<file path="src/rtl/bridge_pkg.sv">
package bridge_pkg;

	////////////////////
	// Serial timing
	////////////////////

	// 50 MHz / 115200 baud, rounded
	localparam int baud_div = 434;
	localparam int baud_w = $clog2(baud_div);
	// Last count of a full and of a half bit period
	localparam logic [baud_w-1:0] baud_last = baud_w'(baud_div - 1);
	localparam logic [baud_w-1:0] baud_half_last = baud_w'(baud_div / 2 - 1);

	////////////////////
	// Register file
	////////////////////

	localparam int reg_count = 16;
	localparam int reg_aw = $clog2(reg_count);

	// Receiver states
	localparam logic [1:0] rx_idle = 2'd0;
	localparam logic [1:0] rx_start = 2'd1;
	localparam logic [1:0] rx_data = 2'd2;
	localparam logic [1:0] rx_stop = 2'd3;

	// Transmitter states
	localparam logic tx_idle = 1'b0;
	localparam logic tx_send = 1'b1;

	// Frame states
	localparam logic [2:0] fr_idle = 3'd0;
	localparam logic [2:0] fr_wait_addr = 3'd1;
	localparam logic [2:0] fr_wait_data = 3'd2;
	localparam logic [2:0] fr_access = 3'd3;
	localparam logic [2:0] fr_send_addr = 3'd4;
	localparam logic [2:0] fr_wait_addr_sent = 3'd5;
	localparam logic [2:0] fr_send_data = 3'd6;
	localparam logic [2:0] fr_wait_data_sent = 3'd7;

	// Command byte, bit 0 selects read
	typedef union packed {
		logic [7:0] raw;
		struct packed {
			logic [6:0] reserved;
			logic rd;
		} fields;
	} cmd_byte_u;

endpackage

</file>
<file path="src/rtl/baud_timer.sv">
`timescale 1ns/100ps

module baud_timer (
	input logic CLK_50MHZ,
	input logic arst_n,
	input logic run,
	input logic half,
	output logic tick
);

	// Bit period counter
	logic [bridge_pkg::baud_w-1:0] cnt;
	// High until the first interval has ended
	logic first;
	logic [bridge_pkg::baud_w-1:0] last;

	// Short first interval only when asked for
	assign last = (first && half) ? bridge_pkg::baud_half_last : bridge_pkg::baud_last;
	assign tick = run && (cnt == last);

	always_ff @(posedge CLK_50MHZ or negedge arst_n) begin
		if (!arst_n) begin
			cnt <= '0;
			first <= 1'b1;
		end else if (!run) begin
			// Idle, restart from a clean count
			cnt <= '0;
			first <= 1'b1;
		end else if (tick) begin
			cnt <= '0;
			first <= 1'b0;
		end else begin
			cnt <= cnt + 1'b1;
		end
	end

endmodule

</file>
<file path="src/rtl/uart_rx.sv">
`timescale 1ns/100ps

module uart_rx (
	input logic CLK_50MHZ,
	input logic arst_n,
	input logic rx,
	output logic [7:0] data,
	output logic valid
);

	////////////////////
	// Input sync
	////////////////////

	logic rx_meta;
	logic rx_sync;
	// Previous synced level for edge detect
	logic rx_prev;
	logic rx_fall;

	always_ff @(posedge CLK_50MHZ or negedge arst_n) begin
		if (!arst_n) begin
			// Line idles high
			rx_meta <= 1'b1;
			rx_sync <= 1'b1;
			rx_prev <= 1'b1;
		end else begin
			rx_meta <= rx;
			rx_sync <= rx_meta;
			rx_prev <= rx_sync;
		end
	end

	assign rx_fall = rx_prev && !rx_sync;

	////////////////////
	// Bit timing
	////////////////////

	logic [1:0] state;
	logic run;
	logic half;
	logic tick;

	// Timer runs for the whole byte, mid-bit ticks
	assign run = (state != bridge_pkg::rx_idle);
	// Half period only until the start bit center
	assign half = (state == bridge_pkg::rx_start);

	baud_timer baud_i (
		.CLK_50MHZ(CLK_50MHZ),
		.arst_n(arst_n),
		.run(run),
		.half(half),
		.tick(tick)
	);

	////////////////////
	// Receive FSM
	////////////////////

	logic [7:0] shreg;
	logic [2:0] bit_cnt;

	always_ff @(posedge CLK_50MHZ or negedge arst_n) begin
		if (!arst_n) begin
			state <= bridge_pkg::rx_idle;
			bit_cnt <= '0;
			valid <= 1'b0;
		end else begin
			valid <= 1'b0;
			case (state)
				bridge_pkg::rx_idle: begin
					if (rx_fall) begin
						state <= bridge_pkg::rx_start;
					end
				end
				bridge_pkg::rx_start: begin
					// Recheck start bit at its center
					if (tick) begin
						bit_cnt <= '0;
						state <= rx_sync ? bridge_pkg::rx_idle : bridge_pkg::rx_data;
					end
				end
				bridge_pkg::rx_data: begin
					if (tick) begin
						bit_cnt <= bit_cnt + 1'b1;
						if (bit_cnt == 3'd7) begin
							state <= bridge_pkg::rx_stop;
						end
					end
				end
				default: begin
					// Low stop bit means framing error, byte dropped
					if (tick) begin
						valid <= rx_sync;
						state <= bridge_pkg::rx_idle;
					end
				end
			endcase
		end
	end

	// LSB arrives first, shift in from the top
	always_ff @(posedge CLK_50MHZ) begin
		if (state == bridge_pkg::rx_data && tick) begin
			shreg <= {rx_sync, shreg[7:1]};
		end
	end

	// Shift register holds still until the next start bit
	assign data = shreg;

endmodule

</file>
<file path="src/rtl/uart_tx.sv">
`timescale 1ns/100ps

module uart_tx (
	input logic CLK_50MHZ,
	input logic arst_n,
	input logic [7:0] data,
	input logic start,
	output logic busy,
	output logic tx
);

	logic state;
	logic tick;
	// Stop bit plus data, the start bit goes straight to tx
	logic [8:0] shreg;
	// Bit periods completed
	logic [3:0] bit_cnt;

	baud_timer baud_i (
		.CLK_50MHZ(CLK_50MHZ),
		.arst_n(arst_n),
		.run(state == bridge_pkg::tx_send),
		.half(1'b0),
		.tick(tick)
	);

	////////////////////
	// Transmit FSM
	////////////////////

	always_ff @(posedge CLK_50MHZ or negedge arst_n) begin
		if (!arst_n) begin
			state <= bridge_pkg::tx_idle;
			busy <= 1'b0;
			tx <= 1'b1;
			bit_cnt <= '0;
		end else begin
			case (state)
				bridge_pkg::tx_idle: begin
					if (start) begin
						// Start bit from the next cycle on
						tx <= 1'b0;
						busy <= 1'b1;
						bit_cnt <= '0;
						state <= bridge_pkg::tx_send;
					end
				end
				default: begin
					if (tick) begin
						if (bit_cnt == 4'd9) begin
							// Stop bit has had its full period
							busy <= 1'b0;
							state <= bridge_pkg::tx_idle;
						end else begin
							tx <= shreg[0];
							bit_cnt <= bit_cnt + 1'b1;
						end
					end
				end
			endcase
		end
	end

	// Frame payload, LSB first then stop
	always_ff @(posedge CLK_50MHZ) begin
		if (state == bridge_pkg::tx_idle && start) begin
			shreg <= {1'b1, data};
		end else if (state == bridge_pkg::tx_send && tick) begin
			shreg <= {1'b1, shreg[8:1]};
		end
	end

endmodule

</file>
<file path="src/rtl/frame_fsm.sv">
`timescale 1ns/100ps

module frame_fsm (
	input logic CLK_50MHZ,
	input logic arst_n,
	input logic [7:0] rx_data,
	input logic rx_valid,
	input logic tx_busy,
	input logic [7:0] reg_rdata,
	output logic tx_start,
	output logic [7:0] tx_data,
	output logic [7:0] reg_addr,
	output logic [7:0] reg_wdata,
	output logic reg_we,
	output logic reg_re
);

	logic [2:0] state;
	// Frame bytes as received
	bridge_pkg::cmd_byte_u cmd_q;
	logic [7:0] addr_q;
	logic [7:0] data_q;

	////////////////////
	// Frame FSM
	////////////////////

	always_ff @(posedge CLK_50MHZ or negedge arst_n) begin
		if (!arst_n) begin
			state <= bridge_pkg::fr_idle;
		end else begin
			case (state)
				bridge_pkg::fr_idle: begin
					if (rx_valid) begin
						state <= bridge_pkg::fr_wait_addr;
					end
				end
				bridge_pkg::fr_wait_addr: begin
					if (rx_valid) begin
						state <= bridge_pkg::fr_wait_data;
					end
				end
				bridge_pkg::fr_wait_data: begin
					if (rx_valid) begin
						state <= bridge_pkg::fr_access;
					end
				end
				bridge_pkg::fr_access: begin
					// Writes end here, reads go on to the reply
					state <= cmd_q.fields.rd ? bridge_pkg::fr_send_addr : bridge_pkg::fr_idle;
				end
				bridge_pkg::fr_send_addr: begin
					state <= bridge_pkg::fr_wait_addr_sent;
				end
				bridge_pkg::fr_wait_addr_sent: begin
					// busy is already high here, wait for its fall
					if (!tx_busy) begin
						state <= bridge_pkg::fr_send_data;
					end
				end
				bridge_pkg::fr_send_data: begin
					state <= bridge_pkg::fr_wait_data_sent;
				end
				default: begin
					if (!tx_busy) begin
						state <= bridge_pkg::fr_idle;
					end
				end
			endcase
		end
	end

	// Capture each byte in its own slot
	always_ff @(posedge CLK_50MHZ) begin
		if (rx_valid) begin
			if (state == bridge_pkg::fr_idle) begin
				cmd_q.raw <= rx_data;
			end
			if (state == bridge_pkg::fr_wait_addr) begin
				addr_q <= rx_data;
			end
			if (state == bridge_pkg::fr_wait_data) begin
				data_q <= rx_data;
			end
		end
	end

	////////////////////
	// Strobes
	////////////////////

	// Reserved command bits play no part
	assign reg_we = (state == bridge_pkg::fr_access) && !cmd_q.fields.rd;
	assign reg_re = (state == bridge_pkg::fr_access) && cmd_q.fields.rd;
	assign reg_addr = addr_q;
	assign reg_wdata = data_q;

	// Address echo first, then the read value
	assign tx_start = (state == bridge_pkg::fr_send_addr) || (state == bridge_pkg::fr_send_data);
	assign tx_data = (state == bridge_pkg::fr_send_data) ? reg_rdata : addr_q;

endmodule

</file>
<file path="src/rtl/reg_file.sv">
`timescale 1ns/100ps

module reg_file (
	input logic CLK_50MHZ,
	input logic arst_n,
	input logic [7:0] addr,
	input logic [7:0] wdata,
	input logic we,
	input logic re,
	output logic [7:0] rdata
);

	logic [7:0] regs [bridge_pkg::reg_count];
	logic in_range;
	logic [bridge_pkg::reg_aw-1:0] idx;

	// Upper addresses fall outside the file
	assign in_range = (int'(addr) < bridge_pkg::reg_count);
	assign idx = addr[bridge_pkg::reg_aw-1:0];

	// Storage, out of range writes are lost
	always_ff @(posedge CLK_50MHZ or negedge arst_n) begin
		if (!arst_n) begin
			for (int i = 0; i < bridge_pkg::reg_count; i++) begin
				regs[i] <= '0;
			end
		end else if (we && in_range) begin
			regs[idx] <= wdata;
		end
	end

	// Registered read port
	always_ff @(posedge CLK_50MHZ or negedge arst_n) begin
		if (!arst_n) begin
			rdata <= '0;
		end else if (re) begin
			// Zero for anything beyond the file
			rdata <= in_range ? regs[idx] : 8'h00;
		end
	end

endmodule

</file>
<file path="src/rtl/bridge_top.sv">
`timescale 1ns/100ps

module bridge_top (
	input logic CLK_50MHZ,
	input logic arst_n,
	input logic rx,
	output logic tx
);

	// Receive side
	logic [7:0] rx_data;
	logic rx_valid;
	// Transmit side
	logic [7:0] tx_data;
	logic tx_start;
	logic tx_busy;
	// Register access
	logic [7:0] reg_addr;
	logic [7:0] reg_wdata;
	logic [7:0] reg_rdata;
	logic reg_we;
	logic reg_re;

	uart_rx rx_i (
		.CLK_50MHZ(CLK_50MHZ),
		.arst_n(arst_n),
		.rx(rx),
		.data(rx_data),
		.valid(rx_valid)
	);

	uart_tx tx_i (
		.CLK_50MHZ(CLK_50MHZ),
		.arst_n(arst_n),
		.data(tx_data),
		.start(tx_start),
		.busy(tx_busy),
		.tx(tx)
	);

	frame_fsm fsm_i (
		.CLK_50MHZ(CLK_50MHZ),
		.arst_n(arst_n),
		.rx_data(rx_data),
		.rx_valid(rx_valid),
		.tx_busy(tx_busy),
		.reg_rdata(reg_rdata),
		.tx_start(tx_start),
		.tx_data(tx_data),
		.reg_addr(reg_addr),
		.reg_wdata(reg_wdata),
		.reg_we(reg_we),
		.reg_re(reg_re)
	);

	reg_file regs_i (
		.CLK_50MHZ(CLK_50MHZ),
		.arst_n(arst_n),
		.addr(reg_addr),
		.wdata(reg_wdata),
		.we(reg_we),
		.re(reg_re),
		.rdata(reg_rdata)
	);

endmodule

</file>
<file path="config.mk">
export PLATFORM = sky130hd
export DESIGN_NAME = bridge_top
export DESIGN_NICKNAME = d
export VERILOG_FILES = /design/src/rtl/bridge_pkg.sv /design/src/rtl/baud_timer.sv /design/src/rtl/uart_rx.sv /design/src/rtl/uart_tx.sv /design/src/rtl/frame_fsm.sv /design/src/rtl/reg_file.sv /design/src/rtl/bridge_top.sv
export SDC_FILE = /design/constraint.sdc
export NUM_CORES = 1
export LEC_CHECK = 0
export ABC_AREA = 0
export BUFFER_PORTS_ARGS = -buffer_cell sky130_fd_sc_hd__buf_2
export CAP_MARGIN = 20
export CORE_MARGIN = 4
export CORE_UTILIZATION = 50
export CTS_BUF_LIST = sky130_fd_sc_hd__clkbuf_8
export CTS_CLUSTER_DIAMETER = 200
export DETAILED_ROUTE_END_ITERATION = 7
export GPL_TIMING_DRIVEN = 1
export HOLD_SLACK_MARGIN = 0.05
export PLACE_DENSITY = 0.62
export SLEW_MARGIN = 20
export SYNTH_ARGS = -nofsm -noshare
export SYNTH_HDL_FRONTEND = slang
export SYNTH_HIERARCHICAL = 1
export SYNTH_SLANG_ARGS = --single-unit
</file>
<file path="constraint.sdc">
create_clock -name CLK_50MHZ -period 2.7 [get_ports CLK_50MHZ]
set_input_delay 0.81 -clock CLK_50MHZ [delete_from_list [all_inputs] [get_ports CLK_50MHZ]]
set_output_delay 0.81 -clock CLK_50MHZ [all_outputs]
set_load 0.02 [all_outputs]
</file>
==> impl_metrics.ini <==
[route]
drt_iter0_drc = 283
drt_wl_total_um = 19200
drtPass1Iterations = 4
vias = 5356
ant_nets = 0
vias_per_cell = 5.80
wire_per_inst_um = 20.8
drc = 0

[die]
start_util = 0.509
die_y_um = 146
io_pins = 4
fp.dieW_um = 146
die_area_um2 = 21400
rows = 50
coreArea_um2 = 18800

[synthesis]
synthArstFlopShare = 0.841
yosysWarnings = 6
ys_seq_area_frac = 0.563
ys.flop_type = dfrtp_1
synth-seq-cells = 208
synth_edf_count = 33
synth_area_per_cell_um2 = 15.0
syn-instance-count = 638
synth.distinct_cells = 59
syn_nets = 651
synth.cell_area_um2 = 9550

[layout]
ff_latch_area_um2 = 5380
drive_gt1_frac = 0.408
diodes = 0
multi_input_area_um2 = 3980
nFillCells = 1548
nets = 681
syn_to_final_growth_pct = 10.7

[run_status]
status = completed

[timing]
rsz0062_at_grt = no
slew_headroom = 0.526
setup_violations = 0
fin_crit_ps = 2420
hold_violations = 0
slew_violations = 0
fin_worst_skew_ps = 17.0
tightestPinTransition_ps = 711
fin_crit_sh = 0.897
max_freq_ghz = 0.413
tns_ps = 0

[setup_path]
critical_path_required_ps = 2910
crit_fanout = 12
startpoint_type = register
critical_path_arrival_ps = 2630
worstSetupPathType = reg -> reg
cp-end-kind = register

[global_routing]
grt_max_degree = 46
grt_pass1_wl_um = 31500
grt_pass1_vias = 5758
antenna_found_initial = 0
track_usage = 0.186
grt_overflow_total = 0

[place]
gp_congestion = 0.825
hpwl_um = 12500
port_buffers = 3

[clock_tree]
clkTransAtPathRegs_ps = 60
htreeDepth = 2
cts_buffers = 37
cts.sinks = 208
clock_latency_ps = 520
cts_root_buffer = clkbuf_8
cts_hold_buffers = 0
post-cts-setup-buffers = 0
cts_buffer_depth = 3
cts-resized-gates = 0
cts_tree = yes

[pwr]
power.total_mw = 6.22
p_leak_nw = 4.80
irDropWorstVdd_v = 0.000446
p_per_area_nw_per_um2 = 588

[job]
maxCapViolCount = 0

[worst_hold_path]
hp-class = in -> async
## logic make-up after synthesis
family / after synthesis / synth area share
compound gates: 31 / 0.0257
xor+xnor: 15 / 0.0138
fa+ha+maj: 10 / 0.0131
buf+inv: 40 / 0.0202
flops: 208 / 0.563
mux: 196 / 0.267
other cells: 1 / 0.000393
simple gates: 137 / 0.0972
## state kept, by name, indices dropped and copies added, names as in the netlist, 2 cells and up
name,flops
rx_i/baud_i/cnt,9
regs_i/rdata,8
tx_i/baud_i/cnt,9
regs_i/regs,128
rx_i/state,2
rx_i/data,8
tx_i/bit_cnt,4
rx_i/bit_cnt,3
fsm_i/reg_wdata,8
fsm_i/state,3
fsm_i/reg_addr,8
tx_i/shreg,8
## final timing paths
path                          startpoint                  to  slack, ps  depth (start not counted)
hold / removal                    arst_n  tx_i/baud_i/cnt[3]        210                          1
max in group asynchronous         arst_n     regs_i/regs[69]       1660                          2
min in group CLK_50MHZ      rx_i/rx_meta        rx_i/rx_sync        350                          0
setup reg to reg           rx_i/state[0]        rx_i/data[2]        280                          6
setup / recovery           rx_i/state[0]        rx_i/data[2]        280                          6
hold reg to reg             rx_i/rx_meta        rx_i/rx_sync        350                          0
## critical path, cell delays in order (launching register included)
cell and delay, ps:
dfrtp_1 500, and2b_2 200, nand2_1 60, or3_1 360
a2111oi_2 380, and2_1 280, and3b_2 330
## cell usage in the layout, fill, tap and decap left out, types with 5 or more instances in the layout
master	n
mux2i_1	19
nand3_1	11
dfstp_2	6
mux2_2	143
nor3_1	6
or3_1	5
nor2_1	11
nor3_4	5
nor3b_1	18
edfxtp_1	33
o21ai_0	6
nor2_2	6
xor2_1	5
and2_1	6
nand2_1	27
dfrtp_1	169
nand2b_1	11
o221ai_1	8
ha_1	10
xnor2_1	10
mux4_2	32
clkbuf_8	42
inv_1	17
buf_4	18
## metrics by stage
step / util / setup WS, ps / area, µm² / cells / hold slack [ps]
finish: 0.563 / 278 / 10600 / 923 / 211
global route: 0.563 / 107 / 10600 / 923 / 213
CTS: 0.563 / 261 / 10600 / 923 / 202
detailed placement: 0.527 / 287 / 9890 / 863 / 347
global placement: 0.527 / 375 / 9890 / 863 / 345
floorplan: - / 219 / 9550 / 638 / 345
## power by group
group / internal [mW] / total [mW] / switching (mW) / leakage, nW
combinational: 0.0829 / 0.189 / 0.106 / 1.75
clock: 1.50 / 2.72 / 1.22 / 0.384
sequential: 3.24 / 3.31 / 0.0707 / 2.66
## cells in the mapped netlist, drive strengths merged (3+ instances only)
library cell    n  area (µm²)
and4bb          4        50.1
and3b           5        45.0
and3            4        25.0
nor2           17        78.8
or2             3        18.8
and2            6        37.5
mux4           32         721
nand2          27         101
nand2b         12        82.6
nand3          13        75.1
dfrtp         169        4230
dfstp           6         158
or3             5        31.3
inv             7        26.3
o221ai          8        70.1
a211o           3        26.3
nor3b          18         135
nor3           11         111
mux2i          19         190
o21ai           7        35.0
ha             10         125
xnor2          10        87.6
xor2            5        43.8
buf            18         109
mux2          145        1640
clkbuf         15        57.6
edfxtp         33         991
## metal layers
| metal | GRT usage | routed length [µm] |
|---|---|---|
| met1 | 0.255 | 8810 |
| met2 | 0.306 | 9450 |
| met3 | 0.0376 | 635 |
| met4 | 0.0517 | 350 |
| met5 | 0 | 0 |
## final cells by class
cell class | instances | area share
sequential | 208 | 0.509
multi-input combinational | 390 | 0.377
clock buffer | 42 | 0.0547
tap | 234 | 0.0277
timing repair buffer | 24 | 0.0205
clock inverter | 18 | 0.00947
inverter | 7 | 0.00249
Note: power is estimated with default switching activity, not from simulation.
